**src/logic/frogger_pkg.sv**
```systemverilog
// shared types and constants for the pixel colour pipeline
//   coordinate and colour channel types, pixel class enum
//   screen wrap limit, frog cell geometry and hit-box insets
//   solid colours for every pixel class
`default_nettype none

package frogger_pkg;

	// 11-bit screen coordinate, same width as the VGA counters
	typedef logic [10:0] coord_t;

	typedef logic [7:0] color8_t;

	typedef struct packed
	{
		color8_t r;
		color8_t g;
		color8_t b;
	} rgb_t;

	// what covers a pixel, objects first, then background bands
	typedef enum logic [3:0]
	{
		CLASS_FROG       = 4'd0,
		CLASS_CAR_RIGHT  = 4'd1,
		CLASS_CAR_LEFT   = 4'd2,
		CLASS_LPAD       = 4'd3,
		CLASS_WATER      = 4'd4,
		CLASS_DARK_GRASS = 4'd5,
		CLASS_GRASS      = 4'd6,
		CLASS_LANE_MARK  = 4'd7,
		CLASS_PAVEMENT   = 4'd8,
		CLASS_BLANK      = 4'd9
	} pixel_class_t;

	// ---------------------------------------------------------------------
	// geometry
	// ---------------------------------------------------------------------

	// x at or above this is partly off the left edge
	localparam coord_t WRAP_LIMIT = 11'd680;

	localparam coord_t FROG_W = 11'd40;
	localparam coord_t FROG_H = 11'd40;

	// hit box is smaller than the 40x40 cell
	localparam coord_t FROG_INSET_L = 11'd7;
	localparam coord_t FROG_INSET_R = 11'd7;
	localparam coord_t FROG_INSET_T = 11'd10;
	localparam coord_t FROG_INSET_B = 11'd5;

	// ---------------------------------------------------------------------
	// colours, red / green / blue
	// ---------------------------------------------------------------------
	localparam rgb_t COLOR_FROG       = '{r: 8'd0,   g: 8'd255, b: 8'd64};
	localparam rgb_t COLOR_CAR_RIGHT  = '{r: 8'd200, g: 8'd0,   b: 8'd0};
	localparam rgb_t COLOR_CAR_LEFT   = '{r: 8'd0,   g: 8'd0,   b: 8'd200};
	localparam rgb_t COLOR_LPAD       = '{r: 8'd0,   g: 8'd250, b: 8'd0};
	localparam rgb_t COLOR_WATER      = '{r: 8'd0,   g: 8'd200, b: 8'd255};
	localparam rgb_t COLOR_DARK_GRASS = '{r: 8'd0,   g: 8'd100, b: 8'd0};
	localparam rgb_t COLOR_GRASS      = '{r: 8'd0,   g: 8'd200, b: 8'd0};
	localparam rgb_t COLOR_LANE_MARK  = '{r: 8'd255, g: 8'd204, b: 8'd0};
	localparam rgb_t COLOR_PAVEMENT   = '{r: 8'd69,  g: 8'd69,  b: 8'd69};
	localparam rgb_t COLOR_BLANK      = '{r: 8'd255, g: 8'd255, b: 8'd255};

endpackage

`default_nettype wire

```
**src/logic/sprite_row_hit.sv**
```systemverilog
// hit test for one row of equal-sized objects
//   only slots below count are drawn
//   objects past the wrap limit cover columns from 0 onwards
`timescale 1ns/1ps
`default_nettype none

module sprite_row_hit #(
	parameter int OBJ_W   = 80,
	parameter int OBJ_H   = 40,
	parameter int MAX_OBJ = 4
) (
	input  wire frogger_pkg::coord_t               draw_x,
	input  wire frogger_pkg::coord_t               draw_y,
	input  wire frogger_pkg::coord_t [MAX_OBJ-1:0] obj_x,
	input  wire frogger_pkg::coord_t [MAX_OBJ-1:0] obj_y,
	input  wire logic [2:0]                        count,
	output logic                                   row_hit
);

	localparam frogger_pkg::coord_t OBJ_W_C = frogger_pkg::coord_t'(OBJ_W);
	localparam frogger_pkg::coord_t OBJ_H_C = frogger_pkg::coord_t'(OBJ_H);

	logic [MAX_OBJ-1:0] slot_hit;

	genvar i;
	generate
		for (i = 0; i < MAX_OBJ; i++)
		begin : g_slot
			frogger_pkg::coord_t x_lo;
			frogger_pkg::coord_t x_hi;
			frogger_pkg::coord_t y_hi;

			always_comb
			begin
				// right and bottom edges wrap modulo 2^11
				x_hi = obj_x[i] + OBJ_W_C;
				y_hi = obj_y[i] + OBJ_H_C;

				// partly off the left edge, span starts at column 0
				if (obj_x[i] < frogger_pkg::WRAP_LIMIT)
					x_lo = obj_x[i];
				else
					x_lo = '0;

				slot_hit[i] = (3'(i) < count) &&
					(draw_x >= x_lo) && (draw_x <= x_hi) &&
					(draw_y >= obj_y[i]) && (draw_y <= y_hi);
			end
		end
	endgenerate

	// any active slot in the row
	assign row_hit = |slot_hit;

endmodule

`default_nettype wire

```
**src/logic/background_zone.sv**
```systemverilog
// background band classifier
//   water, dark grass, grass, lane marks, pavement, blank
//   first matching band wins
`timescale 1ns/1ps
`default_nettype none

module background_zone (
	input  wire frogger_pkg::coord_t  draw_x,
	input  wire frogger_pkg::coord_t  draw_y,
	output frogger_pkg::pixel_class_t bg_class
);

	logic in_water;
	logic in_top_y;
	logic dark_x;
	logic gap_x;
	logic grass_y;
	logic lane_y;
	logic lane_x;
	logic in_road;

	// ---------------------------------------------------------------------
	// band conditions
	// ---------------------------------------------------------------------

	// river
	assign in_water = (draw_y >= 11'd80) && (draw_y <= 11'd239);

	// top strip with the home bays
	assign in_top_y = (draw_y >= 11'd40) && (draw_y <= 11'd79);

	assign dark_x = (draw_x <= 11'd119) ||
		((draw_x >= 11'd160) && (draw_x <= 11'd279)) ||
		((draw_x >= 11'd320) && (draw_x <= 11'd479)) ||
		((draw_x >= 11'd520) && (draw_x <= 11'd679));

	// lighter gaps between the dark grass blocks
	assign gap_x = ((draw_x >= 11'd120) && (draw_x <= 11'd159)) ||
		((draw_x >= 11'd280) && (draw_x <= 11'd319)) ||
		((draw_x >= 11'd480) && (draw_x <= 11'd519));

	// median strip and the bottom start area
	assign grass_y = ((draw_y >= 11'd240) && (draw_y <= 11'd279)) ||
		(draw_y >= 11'd440);

	// dashed markings between the four lanes
	assign lane_y = ((draw_y >= 11'd318) && (draw_y <= 11'd322)) ||
		((draw_y >= 11'd358) && (draw_y <= 11'd362)) ||
		((draw_y >= 11'd398) && (draw_y <= 11'd402));

	assign lane_x = (draw_x <= 11'd100) ||
		((draw_x >= 11'd200) && (draw_x <= 11'd300)) ||
		((draw_x >= 11'd400) && (draw_x <= 11'd500)) ||
		(draw_x >= 11'd600);

	assign in_road = (draw_y >= 11'd280) && (draw_y <= 11'd439);

	// ---------------------------------------------------------------------
	// band select
	// ---------------------------------------------------------------------
	always_comb
	begin
		if (in_water)
			bg_class = frogger_pkg::CLASS_WATER;
		else if (in_top_y && dark_x)
			bg_class = frogger_pkg::CLASS_DARK_GRASS;
		else if (grass_y || (in_top_y && gap_x))
			bg_class = frogger_pkg::CLASS_GRASS;
		else if (lane_y && lane_x)
			bg_class = frogger_pkg::CLASS_LANE_MARK;
		else if (in_road)
			bg_class = frogger_pkg::CLASS_PAVEMENT;
		else
			bg_class = frogger_pkg::CLASS_BLANK;
	end

endmodule

`default_nettype wire

```
**src/logic/layer_priority.sv**
```systemverilog
// layer priority and first pipeline stage
//   frog hit box with inset margins
//   frog, car rows 1 to 4, lily pads, then background
`timescale 1ns/1ps
`default_nettype none

module layer_priority (
	input  wire                            clk,
	input  wire                            arst_n,
	input  wire frogger_pkg::coord_t       draw_x,
	input  wire frogger_pkg::coord_t       draw_y,
	input  wire frogger_pkg::coord_t       frog_x,
	input  wire frogger_pkg::coord_t       frog_y,
	input  wire logic [3:0]                car_hit,
	input  wire logic [3:0]                lpad_hit,
	input  wire frogger_pkg::pixel_class_t bg_class,
	output frogger_pkg::pixel_class_t      pix_class
);

	frogger_pkg::coord_t frog_x_lo;
	frogger_pkg::coord_t frog_x_hi;
	frogger_pkg::coord_t frog_y_lo;
	frogger_pkg::coord_t frog_y_hi;
	logic frog_hit;
	frogger_pkg::pixel_class_t next_class;

	// ---------------------------------------------------------------------
	// frog hit box
	// ---------------------------------------------------------------------
	assign frog_x_lo = frog_x + frogger_pkg::FROG_INSET_L;
	assign frog_x_hi = frog_x + frogger_pkg::FROG_W - frogger_pkg::FROG_INSET_R;
	assign frog_y_lo = frog_y + frogger_pkg::FROG_INSET_T;
	assign frog_y_hi = frog_y + frogger_pkg::FROG_H - frogger_pkg::FROG_INSET_B;

	assign frog_hit = (draw_x >= frog_x_lo) && (draw_x <= frog_x_hi) &&
		(draw_y >= frog_y_lo) && (draw_y <= frog_y_hi);

	// ---------------------------------------------------------------------
	// priority select
	// ---------------------------------------------------------------------

	// odd rows drive right, even rows drive left
	always_comb
	begin
		if (frog_hit)
			next_class = frogger_pkg::CLASS_FROG;
		else if (car_hit[0])
			next_class = frogger_pkg::CLASS_CAR_RIGHT;
		else if (car_hit[1])
			next_class = frogger_pkg::CLASS_CAR_LEFT;
		else if (car_hit[2])
			next_class = frogger_pkg::CLASS_CAR_RIGHT;
		else if (car_hit[3])
			next_class = frogger_pkg::CLASS_CAR_LEFT;
		else if (|lpad_hit)
			next_class = frogger_pkg::CLASS_LPAD;
		else
			next_class = bg_class;
	end

	// stage one
	always_ff @(posedge clk or negedge arst_n)
	begin
		if (!arst_n)
			pix_class <= frogger_pkg::CLASS_BLANK;
		else
			pix_class <= next_class;
	end

endmodule

`default_nettype wire

```
**src/logic/color_lookup.sv**
```systemverilog
// class to colour lookup, second pipeline stage
//   solid colour per pixel class, registered rgb outputs
`timescale 1ns/1ps
`default_nettype none

module color_lookup (
	input  wire                            clk,
	input  wire                            arst_n,
	input  wire frogger_pkg::pixel_class_t pix_class,
	output frogger_pkg::color8_t           red,
	output frogger_pkg::color8_t           green,
	output frogger_pkg::color8_t           blue
);

	frogger_pkg::rgb_t rgb_sel;

	always_comb
	begin
		case (pix_class)
			frogger_pkg::CLASS_FROG:       rgb_sel = frogger_pkg::COLOR_FROG;
			frogger_pkg::CLASS_CAR_RIGHT:  rgb_sel = frogger_pkg::COLOR_CAR_RIGHT;
			frogger_pkg::CLASS_CAR_LEFT:   rgb_sel = frogger_pkg::COLOR_CAR_LEFT;
			frogger_pkg::CLASS_LPAD:       rgb_sel = frogger_pkg::COLOR_LPAD;
			frogger_pkg::CLASS_WATER:      rgb_sel = frogger_pkg::COLOR_WATER;
			frogger_pkg::CLASS_DARK_GRASS: rgb_sel = frogger_pkg::COLOR_DARK_GRASS;
			frogger_pkg::CLASS_GRASS:      rgb_sel = frogger_pkg::COLOR_GRASS;
			frogger_pkg::CLASS_LANE_MARK:  rgb_sel = frogger_pkg::COLOR_LANE_MARK;
			frogger_pkg::CLASS_PAVEMENT:   rgb_sel = frogger_pkg::COLOR_PAVEMENT;
			// unused codes show as blank
			default:                       rgb_sel = frogger_pkg::COLOR_BLANK;
		endcase
	end

	// ---------------------------------------------------------------------
	// stage two, outputs dark until the first pixel arrives
	// ---------------------------------------------------------------------
	always_ff @(posedge clk or negedge arst_n)
	begin
		if (!arst_n)
		begin
			red   <= '0;
			green <= '0;
			blue  <= '0;
		end
		else
		begin
			red   <= rgb_sel.r;
			green <= rgb_sel.g;
			blue  <= rgb_sel.b;
		end
	end

endmodule

`default_nettype wire

```
**src/logic/frogger_color_mapper.sv**
```systemverilog
// frogger pixel colour stage, top level
//   four car rows and four lily-pad rows of hit units
//   background bands, layer priority and colour lookup
//   two cycles from draw_x / draw_y to rgb
`timescale 1ns/1ps
`default_nettype none

module frogger_color_mapper #(
	parameter int MAX_OBJ = 4,
	parameter int CAR_W   = 80,
	parameter int CAR_H   = 40,
	parameter int LPAD_W  = 40,
	parameter int LPAD_H  = 40
) (
	input  wire                                    clk,
	input  wire                                    arst_n,
	input  wire frogger_pkg::coord_t               draw_x,
	input  wire frogger_pkg::coord_t               draw_y,
	input  wire frogger_pkg::coord_t               frog_x,
	input  wire frogger_pkg::coord_t               frog_y,
	input  wire frogger_pkg::coord_t [MAX_OBJ-1:0] car_row1_x,
	input  wire frogger_pkg::coord_t [MAX_OBJ-1:0] car_row1_y,
	input  wire frogger_pkg::coord_t [MAX_OBJ-1:0] car_row2_x,
	input  wire frogger_pkg::coord_t [MAX_OBJ-1:0] car_row2_y,
	input  wire frogger_pkg::coord_t [MAX_OBJ-1:0] car_row3_x,
	input  wire frogger_pkg::coord_t [MAX_OBJ-1:0] car_row3_y,
	input  wire frogger_pkg::coord_t [MAX_OBJ-1:0] car_row4_x,
	input  wire frogger_pkg::coord_t [MAX_OBJ-1:0] car_row4_y,
	input  wire frogger_pkg::coord_t [MAX_OBJ-1:0] lpad_row1_x,
	input  wire frogger_pkg::coord_t [MAX_OBJ-1:0] lpad_row1_y,
	input  wire frogger_pkg::coord_t [MAX_OBJ-1:0] lpad_row2_x,
	input  wire frogger_pkg::coord_t [MAX_OBJ-1:0] lpad_row2_y,
	input  wire frogger_pkg::coord_t [MAX_OBJ-1:0] lpad_row3_x,
	input  wire frogger_pkg::coord_t [MAX_OBJ-1:0] lpad_row3_y,
	input  wire frogger_pkg::coord_t [MAX_OBJ-1:0] lpad_row4_x,
	input  wire frogger_pkg::coord_t [MAX_OBJ-1:0] lpad_row4_y,
	input  wire logic [2:0]                        car_row1_count,
	input  wire logic [2:0]                        car_row2_count,
	input  wire logic [2:0]                        car_row3_count,
	input  wire logic [2:0]                        car_row4_count,
	input  wire logic [2:0]                        lpad_row1_count,
	input  wire logic [2:0]                        lpad_row2_count,
	input  wire logic [2:0]                        lpad_row3_count,
	input  wire logic [2:0]                        lpad_row4_count,
	output frogger_pkg::color8_t                   red,
	output frogger_pkg::color8_t                   green,
	output frogger_pkg::color8_t                   blue
);

	// bit 0 is row 1
	wire logic [3:0] car_hit;
	wire logic [3:0] lpad_hit;
	wire frogger_pkg::pixel_class_t bg_class;
	wire frogger_pkg::pixel_class_t pix_class;

	// ---------------------------------------------------------------------
	// car rows
	// ---------------------------------------------------------------------
	sprite_row_hit #(.OBJ_W(CAR_W), .OBJ_H(CAR_H), .MAX_OBJ(MAX_OBJ)) car_row1_i (
		.draw_x(draw_x), .draw_y(draw_y), .obj_x(car_row1_x), .obj_y(car_row1_y),
		.count(car_row1_count), .row_hit(car_hit[0])
	);
	sprite_row_hit #(.OBJ_W(CAR_W), .OBJ_H(CAR_H), .MAX_OBJ(MAX_OBJ)) car_row2_i (
		.draw_x(draw_x), .draw_y(draw_y), .obj_x(car_row2_x), .obj_y(car_row2_y),
		.count(car_row2_count), .row_hit(car_hit[1])
	);
	sprite_row_hit #(.OBJ_W(CAR_W), .OBJ_H(CAR_H), .MAX_OBJ(MAX_OBJ)) car_row3_i (
		.draw_x(draw_x), .draw_y(draw_y), .obj_x(car_row3_x), .obj_y(car_row3_y),
		.count(car_row3_count), .row_hit(car_hit[2])
	);
	sprite_row_hit #(.OBJ_W(CAR_W), .OBJ_H(CAR_H), .MAX_OBJ(MAX_OBJ)) car_row4_i (
		.draw_x(draw_x), .draw_y(draw_y), .obj_x(car_row4_x), .obj_y(car_row4_y),
		.count(car_row4_count), .row_hit(car_hit[3])
	);

	// ---------------------------------------------------------------------
	// lily-pad rows
	// ---------------------------------------------------------------------
	sprite_row_hit #(.OBJ_W(LPAD_W), .OBJ_H(LPAD_H), .MAX_OBJ(MAX_OBJ)) lpad_row1_i (
		.draw_x(draw_x), .draw_y(draw_y), .obj_x(lpad_row1_x), .obj_y(lpad_row1_y),
		.count(lpad_row1_count), .row_hit(lpad_hit[0])
	);
	sprite_row_hit #(.OBJ_W(LPAD_W), .OBJ_H(LPAD_H), .MAX_OBJ(MAX_OBJ)) lpad_row2_i (
		.draw_x(draw_x), .draw_y(draw_y), .obj_x(lpad_row2_x), .obj_y(lpad_row2_y),
		.count(lpad_row2_count), .row_hit(lpad_hit[1])
	);
	sprite_row_hit #(.OBJ_W(LPAD_W), .OBJ_H(LPAD_H), .MAX_OBJ(MAX_OBJ)) lpad_row3_i (
		.draw_x(draw_x), .draw_y(draw_y), .obj_x(lpad_row3_x), .obj_y(lpad_row3_y),
		.count(lpad_row3_count), .row_hit(lpad_hit[2])
	);
	sprite_row_hit #(.OBJ_W(LPAD_W), .OBJ_H(LPAD_H), .MAX_OBJ(MAX_OBJ)) lpad_row4_i (
		.draw_x(draw_x), .draw_y(draw_y), .obj_x(lpad_row4_x), .obj_y(lpad_row4_y),
		.count(lpad_row4_count), .row_hit(lpad_hit[3])
	);

	// ---------------------------------------------------------------------
	// background and pipeline
	// ---------------------------------------------------------------------
	background_zone background_zone_i (
		.draw_x   (draw_x),
		.draw_y   (draw_y),
		.bg_class (bg_class)
	);

	// stage one
	layer_priority layer_priority_i (
		.clk       (clk),
		.arst_n    (arst_n),
		.draw_x    (draw_x),
		.draw_y    (draw_y),
		.frog_x    (frog_x),
		.frog_y    (frog_y),
		.car_hit   (car_hit),
		.lpad_hit  (lpad_hit),
		.bg_class  (bg_class),
		.pix_class (pix_class)
	);

	// stage two
	color_lookup color_lookup_i (
		.clk       (clk),
		.arst_n    (arst_n),
		.pix_class (pix_class),
		.red       (red),
		.green     (green),
		.blue      (blue)
	);

endmodule

`default_nettype wire

```
**config.mk**
```make
export PLATFORM = sky130hd
export DESIGN_NAME = frogger_color_mapper
export DESIGN_NICKNAME = d
export VERILOG_FILES = /design/src/logic/frogger_pkg.sv /design/src/logic/sprite_row_hit.sv /design/src/logic/background_zone.sv /design/src/logic/layer_priority.sv /design/src/logic/color_lookup.sv /design/src/logic/frogger_color_mapper.sv
export SDC_FILE = /design/constraint.sdc
export NUM_CORES = 2
export LEC_CHECK = 0
export BUFFER_PORTS_ARGS = -buffer_cell sky130_fd_sc_hd__buf_2
export CAP_MARGIN = 20
export CORE_AREA = 3 3 428 430
export DETAILED_ROUTE_END_ITERATION = 7
export DIE_AREA = 0 0 431 433
export PLACE_DENSITY_LB_ADDON = 0.25
export RECOVER_POWER = 25
export SYNTH_ARGS = -nofsm -noshare
export SYNTH_HDL_FRONTEND = slang
export SYNTH_SLANG_ARGS = --single-unit
```
**constraint.sdc**
```tcl
create_clock -name clk -period 2.2 [get_ports clk]
set_input_delay 0 -clock clk [delete_from_list [all_inputs] [get_ports clk]]
set_output_delay 0 -clock clk [all_outputs]
set_load 0.02 [all_outputs]
```
Word-level counts from Yosys, hierarchy flattened --
Memories as Yosys holds them, arrays and structs flattened. A register that Yosys moved wholly into a read port is not among the register bits. Cells that the tools add are included.
Storage, ports and cells: bits of input ports 774, logic and storage cells 512, register bits 4, output and inout bits 24, memory bits (writable) 0, bits in latches 0, memory bits (read-only) 384, memories kept 1
Cells by class: order comparisons 230, bitwise gates (word level) 0, add/sub/neg operators 70, multiplexer cells 43, div/mod/pow operators 0, reduce and logical (&&, ||, !) cells 167, multiply operators 0, shifts and indexed selects 0, eq/ne operators 0
Memory list:
- (no name shown) | words 16, width 24, rd ports 1, clocked after Yosys merged registers in 1, write ports 0, line color_lookup.sv:19 | case (pix_class)
Operators by type and width (count):
- greater-or-equal comparator 11 bit | 66
- less-or-equal comparator 11 bit | 66
- adder 11 x 6 -> 11 bit (second input constant) | 50
- < comparator 11 x 10 -> 1 bit (second input constant) | 32
- 2-to-1 mux 11 bit | 32
- adder 11 x 7 -> 11 bit (second input constant) | 16
- logical AND 1 bit | 149
- less-or-equal comparator 11 x 9 -> 1 bit (second input constant) | 10
- greater-or-equal comparator 11 x 9 -> 1 bit (second input constant) | 9
- < comparator 1 x 3 -> 1 bit (first input constant) | 16
- < comparator 2 x 3 -> 1 bit (first input constant) | 16
- 2-to-1 mux 4 bit | 10
- greater-or-equal comparator 11 x 8 -> 1 bit (second input constant) | 3
- less-or-equal comparator 11 x 7 -> 1 bit (second input constant) | 3
- greater-or-equal comparator 11 x 10 -> 1 bit (second input constant) | 2
- greater-or-equal comparator 11 x 7 -> 1 bit (second input constant) | 2
- less-or-equal comparator 11 x 10 -> 1 bit (second input constant) | 2
- less-or-equal comparator 11 x 8 -> 1 bit (second input constant) | 2
- subtractor 11 x 3 -> 11 bit (second input constant) | 2
- OR reduction 16 bit | 1
- OR reduction 4 bit | 4
- logical OR 1 bit | 12
- adder 11 x 3 -> 11 bit (second input constant) | 1
- adder 11 x 4 -> 11 bit (second input constant) | 1
- 3 further kinds | 3

Logic depth before layout (Yosys ltp) --
word-level depth 16, gate-level depth with buffers 17, mapped depth without buffers 17

Modules after synthesis --
From an unflattened synthesis, not the netlist that was laid out.
Second synthesis, totals: cells, all modules 5547, area total of the unflattened synthesis 41644.9 µm²
Modules (own cells, without submodules):
- sprite_row_hit at lpad_row1_i ... | area each 4895.9 µm², cells each 652, seq. area each 0.0 µm², instances 3
- sprite_row_hit at car_row2_i ... | area each 4732.0 µm², cells each 631, seq. area each 0.0 µm², instances 2
- sprite_row_hit at lpad_row3_i | area each 4885.9 µm², cells each 659, seq. area each 0.0 µm², instances 1
- sprite_row_hit at car_row4_i | area each 4860.9 µm², cells each 651, seq. area each 0.0 µm², instances 1
- sprite_row_hit at car_row1_i | area each 4722.0 µm², cells each 638, seq. area each 0.0 µm², instances 1
- layer_priority | area each 1742.9 µm², cells each 218, seq. area each 102.6 µm², instances 1
- color_lookup | area each 688.2 µm², cells each 62, seq. area each 350.3 µm², instances 1
- background_zone | area each 593.1 µm², cells each 101, seq. area each 0.0 µm², instances 1

Worst setup path after synthesis --
OpenSTA, ideal clock, no wires.
path type input -> register, start input draw_x[0], end register layer_priority_i.pix_class[1], arrival time 3.469 ns, setup time 0.120 ns, slack -1.389 ns, cell stages on the path 11, path through inv_1 > ha_1 > nand2b_1 > a2111oi_0 > nor4_1 > o21ai_0 > nor4b_1 > a311oi_1 > nand4_1 > or4b_4 > o211a_1
On the way: longest elaborated chain between the ends 16
Ends and longest elaborated chain:
- from (decl) | line frogger_color_mapper.sv:17 | input wire frogger_pkg::coord_t draw_x,
- greater-or-equal comparator 11 x 8 -> 1 bit / less-or-equal comparator 11 x 9 -> 1 bit (equally long branches) | line background_zone.sv:52 | ((draw_x >= 11'd200) && (draw_x <= 11'd300)) ||
- logical AND 1 bit | line background_zone.sv:52
- logical OR 1 bit | line background_zone.sv:51 | assign lane_x = (draw_x <= 11'd100) ||
- logical OR 1 bit | line background_zone.sv:52
- logical OR 1 bit | line background_zone.sv:53 | ((draw_x >= 11'd400) && (draw_x <= 11'd500)) ||
- logical AND 1 bit | line background_zone.sv:69 | else if (lane_y && lane_x)
- 2-to-1 mux 4 bit | line background_zone.sv:69
- 2-to-1 mux 4 bit | line background_zone.sv:67 | else if (grass_y || (in_top_y && gap_x))
- 2-to-1 mux 4 bit | line background_zone.sv:65 | else if (in_top_y && dark_x)
- 2-to-1 mux 4 bit | line background_zone.sv:63 | if (in_water)
- 2-to-1 mux 4 bit | line layer_priority.sv:55 | else if (|lpad_hit)
- 2-to-1 mux 4 bit | line layer_priority.sv:53 | else if (car_hit[3])
- 2-to-1 mux 4 bit | line layer_priority.sv:51 | else if (car_hit[2])
- 2-to-1 mux 4 bit | line layer_priority.sv:49 | else if (car_hit[1])
- 2-to-1 mux 4 bit | line layer_priority.sv:47 | else if (car_hit[0])
- 2-to-1 mux 4 bit (*) | line layer_priority.sv:45 | if (frog_hit)
- via layer_priority_i.next_class[1] | line layer_priority.sv:25 | frogger_pkg::pixel_class_t next_class;
- to (signal assigned) | line layer_priority.sv:65 | pix_class <= frogger_pkg::CLASS_BLANK;
- to (signal assigned) | line layer_priority.sv:67 | pix_class <= next_class;
- to (decl) | line layer_priority.sv:17 | output frogger_pkg::pixel_class_t pix_class
The timed path passes the listed nets; every way through them passes the cells marked *.

Worst setup path in the final report --
start input lpad_row3_x[4] (netlist name), end register layer_priority_i.pix_class[1]
On the way: longest elaborated chain between the ends 14
Ends and longest elaborated chain:
- from (decl) | line frogger_color_mapper.sv:33 | input wire frogger_pkg::coord_t [MAX_OBJ-1:0] lpad_row3_x,
- < comparator 11 x 10 -> 1 bit | line sprite_row_hit.sv:40 | if (obj_x[i] < frogger_pkg::WRAP_LIMIT)
- 2-to-1 mux 11 bit | line sprite_row_hit.sv:40
- greater-or-equal comparator 11 bit | line sprite_row_hit.sv:46 | (draw_x >= x_lo) && (draw_x <= x_hi) &&
- logical AND 1 bit | line sprite_row_hit.sv:45 | slot_hit[i] = (3'(i) < count) &&
- logical AND 1 bit (*) (2 in a row) | line sprite_row_hit.sv:46
- logical AND 1 bit (*) | line sprite_row_hit.sv:47 | (draw_y >= obj_y[i]) && (draw_y <= y_hi);
- OR reduction 16 bit (*) | line layer_priority.sv:55
- 2-to-1 mux 4 bit (*) | line layer_priority.sv:55
- 2-to-1 mux 4 bit (*) | line layer_priority.sv:53
- 2-to-1 mux 4 bit (*) | line layer_priority.sv:51
- 2-to-1 mux 4 bit (*) | line layer_priority.sv:49
- 2-to-1 mux 4 bit (*) | line layer_priority.sv:47
- 2-to-1 mux 4 bit (*) | line layer_priority.sv:45
- via layer_priority_i.next_class[1] | line layer_priority.sv:25
Marks and branches as above.

==> results.py <==
metrics = {
    "detailed_routing": {
        "wl_per_cell_um": 20.7,
        "via_per_inst": 4.89,
        "antenna_left": 0,
        "dr_total_vias": 49200,
        "dr.pass1.iters": 6,
        "drcViolationCount": 0,
        "drt_iter0_drc": 2070,
        "wl_um": 208000,
    },
    "clock_network": {
        "htree_levels": 1,
        "clk-insertion-delay-late_ns": 0.27,
        "cts_buffers": 3,
        "cts_tree": "built",
        "clock-root-buffer": "clkbuf_16",
        "clock_sinks": 18,
        "clk_pin_slew_worst_paths_ns": 0.07,
        "clk_path_buf_depth": 2,
    },
    "synth": {
        "synthAdderAreaFrac_pct": 43.8,
        "netlist_top_cells_area": "ha_1 44%, a21oi_1 5.5%, inv_1 5.0%, xnor2_1 4.6%, nand2_1 4.5%",
        "synth_edf_count": 0,
        "syn_inst": 5438,
        "synth_top_area_share_pct": 43.8,
        "synth_compound_area_share_pct": 22.3,
        "ys.warnings.count": 0,
        "synth_seq_area_share_pct": 1.10,
        "muxShareOfSynthArea_pct": 0.0273,
        "synth_largest_area_cell": "ha_1",
        "synth_flop_cell": "dfrtp_1",
        "syn_area_um2": 41300,
        "ys_top_cells_by_count": "1445 x ha_1, 553 x inv_1, 495 x nand2_1",
        "ys_types": 78,
        "avgSynthCellArea_um2": 7.59,
        "synth_xor_xnor_area_share_pct": 8.55,
        "synthSimpleGateAreaFrac_pct": 18.8,
        "synth_top_family_by_area": "adder cells",
        "synth-async-reset-ratio_pct": 100,
        "synth.most_common_cell": "ha_1",
        "synth_seq_cells": 18,
    },
    "power_and_ir_drop": {
        "ir_worst_vdd_mv": 0.296,
        "p_leak_nw": 31.2,
        "power_density_nw_per_um2": 252,
    },
    "layout": {
        "n_fill_cell": 19300,
        "nets": 9854,
        "layout.cells.non_filler": 10100,
        "drive_gt1_share_pct": 29.6,
        "syn2layout_area_growth_pct": 45.6,
    },
    "floorplanning": {
        "core_area_um2": 180000,
        "die_h_um": 433,
        "io_pins": 798,
        "fp.dieW_um": 431,
        "dieArea_um2": 187000,
        "initial_core_util_pct": 22.9,
        "num_rows": 156,
    },
    "sta": {
        "finalHoldViolations": 0,
        "min_period_over_period_pct": 154,
        "worst_clock_skew_ns": 0.0150,
        "relSlewSlack_pct": 18.7,
        "finalSetupViolCount": 4,
        "min_period_ns": 3.39,
        "setup_ws_ns": -1.19,
        "finalMaxSlewViolations": 0,
        "rsz0062_at_grt": "true",
        "fmaxAchievable_mhz": 295,
        "tightest_slew_ns": 1.22,
    },
    "worst_setup_path": {
        "startpoint": "lpad_row3_x[4]",
        "worst_setup_path_start_kind": "input port",
        "crit_required_ns": 2.36,
        "path_class": "input port to flip-flop",
        "path_max_fanout": 7,
        "end_kind": "flip-flop",
        "worstPathArrival_ns": 3.56,
        "rrSetupSlack_ns": 0.66,
        "timing.rr.start": "layer_priority_i.pix_class[0]",
    },
    "global_routing": {
        "grt_pass1_wl_um": 302000,
        "antenna_found_initial": 87,
        "grt_max_degree": 26,
        "grt_pass1_vias": 49700,
        "grt_usage_pct": 21.2,
        "grt_overflow": 0,
    },
    "placed_design": {
        "pre_cts_ws_ns": -2.07,
        "hpwl_um": 186000,
        "place_inst": 9992,
        "port_buffers": 797,
        "gp_congestion": 0.971,
    },
    "run": {
        "cap_violations": 0,
    },
    "status": {
        "violations": "setup timing",
        "outcome": "finished, violations left",
    },
    "worst_hold_path": {
        "hp-class": "input port to asynchronous set/reset pin",
    },
}
-- cells by family (layout without fill, tap and decap cells) --
| logic type | Yosys count | count (layout) |
|---|---|---|
| xor gates and xnor gates | 403 | 403 |
| and+or+nand+nor | 1542 | 1542 |
| other | 1 | 79 |
| adders and majority gates | 1445 | 1445 |
| DFF | 18 | 18 |
| buffers and inverters | 579 | 2744 |
| muxes | 1 | 1 |
| AOI/OAI and AO/OA | 1449 | 1449 |
-- cell usage in the layout, fill, tap and decap left out, drive strengths merged, types with 31 or more instances in the layout --
cell | netlist | layout
conb | 1 | 32
nand4 | 186 | 186
o21ai | 338 | 338
xor2 | 187 | 187
o211ai | 36 | 36
and2 | 36 | 36
o21a | 63 | 63
a2111oi | 31 | 31
a21o | 128 | 128
buf | 10 | 2185
nand2 | 495 | 495
xnor2 | 216 | 216
a211oi | 108 | 108
nor2b | 75 | 75
o2111ai | 69 | 69
nand2b | 91 | 91
nand3 | 139 | 139
inv | 553 | 551
nor4 | 44 | 44
a21oi | 456 | 456
a211o | 33 | 33
nand3b | 42 | 42
nor3 | 78 | 78
or3 | 36 | 36
a31oi | 32 | 32
diode | 0 | 47
nor2 | 239 | 239
ha | 1445 | 1445
-- metal layers --
layer  track usage, %  vias up  routed length [um]  share of wire [%]
met1             23.6    23100               82500                 40
met2             40.0     1001              107000                 51
met4             12.2       14               13200                6.3
met3            0.998      386                5140                2.5
met5                0        -                  87              0.042
li1                 -    24700                   -                  -
-- what timing repair did --
| item | CTS | global route |
|---|---|---|
| hold buffers | 1 | 0 |
| pin swaps | 27 | 26 |
| gates resized for setup | 43 | 24 |
| hold endpoints to repair | 16 | 0 |
| setup buffers | 2 | 6 |
| endpoints found under the setup margin | 4 | 4 |
| gates cloned | 0 | 0 |
-- report_power, final --
part | internal (W) | total [W] | switching, W | leakage, nW
sequential | 0.000472 | 0.000760 | 0.000288 | 0.223
clock | 0.000279 | 0.000447 | 0.000169 | 0.0445
combinational | 0.00658 | 0.0139 | 0.00737 | 30.9
-- sequential cells by signal, indices dropped and copies added, names as in the netlist --
signal and flops:
color_lookup_i.green 6, color_lookup_i.blue 4, color_lookup_i.red 4, layer_priority_i.pix_class 4
-- area by class of cell --
cell class | instances | area (um^2) | area share (%)
tap | 2370 | 2970 | 4.94
clock buffer | 4 | 88.8 | 0.148
multi-input combinational | 4872 | 39100 | 65.0
antenna | 47 | 118 | 0.196
sequential | 18 | 453 | 0.754
inverter | 553 | 2090 | 3.47
timing repair buffer | 2187 | 15300 | 25.5
-- path summary, 6_finish.rpt --
path                                            endpoint  cells past startpoint
min in group clk                  color_lookup_i.blue[2]                      1
min                                color_lookup_i.red[2]                      2
min reg2reg                       color_lookup_i.blue[2]                      1
max in group asynchronous         color_lookup_i.blue[7]                      2
max                        layer_priority_i.pix_class[1]                     20
max reg2reg                      color_lookup_i.green[5]                      5
-- stage by stage --
step                cell area [um^2]  util (%)  hold WS [ns]  TNS, ns  total power (W)
floorplan                      41400         -        -0.296    -3.75          0.00744
global placement               59500      33.0      -0.00613    -7.96           0.0143
detailed placement             59500      33.0      -0.00408    -7.87           0.0146
CTS                            59800      33.2         0.281    -4.63           0.0152
global route                   60100      33.3         0.655    -5.29           0.0169
finish                         60100      33.3         0.564    -4.40           0.0151
-- worst max-delay path, stage by stage --
cell	delay [ns]
buf_2	0.11
inv_1	0.05
ha_1	0.13
nor2b_1	0.04
o21ai_0	0.15
nand2b_1	0.19
a21oi_2	0.19
buf_4	0.16
nand2_1	0.06
ha_1	0.32
a211oi_1	0.22
nand3_1	0.10
a31oi_1	0.18
o21ai_0	0.10
and4_1	0.18
a22oi_1	0.18
buf_4	0.20
nand4_1	0.18
or4b_4	0.60
o211a_1	0.22
(Power assumes the default switching activity.)
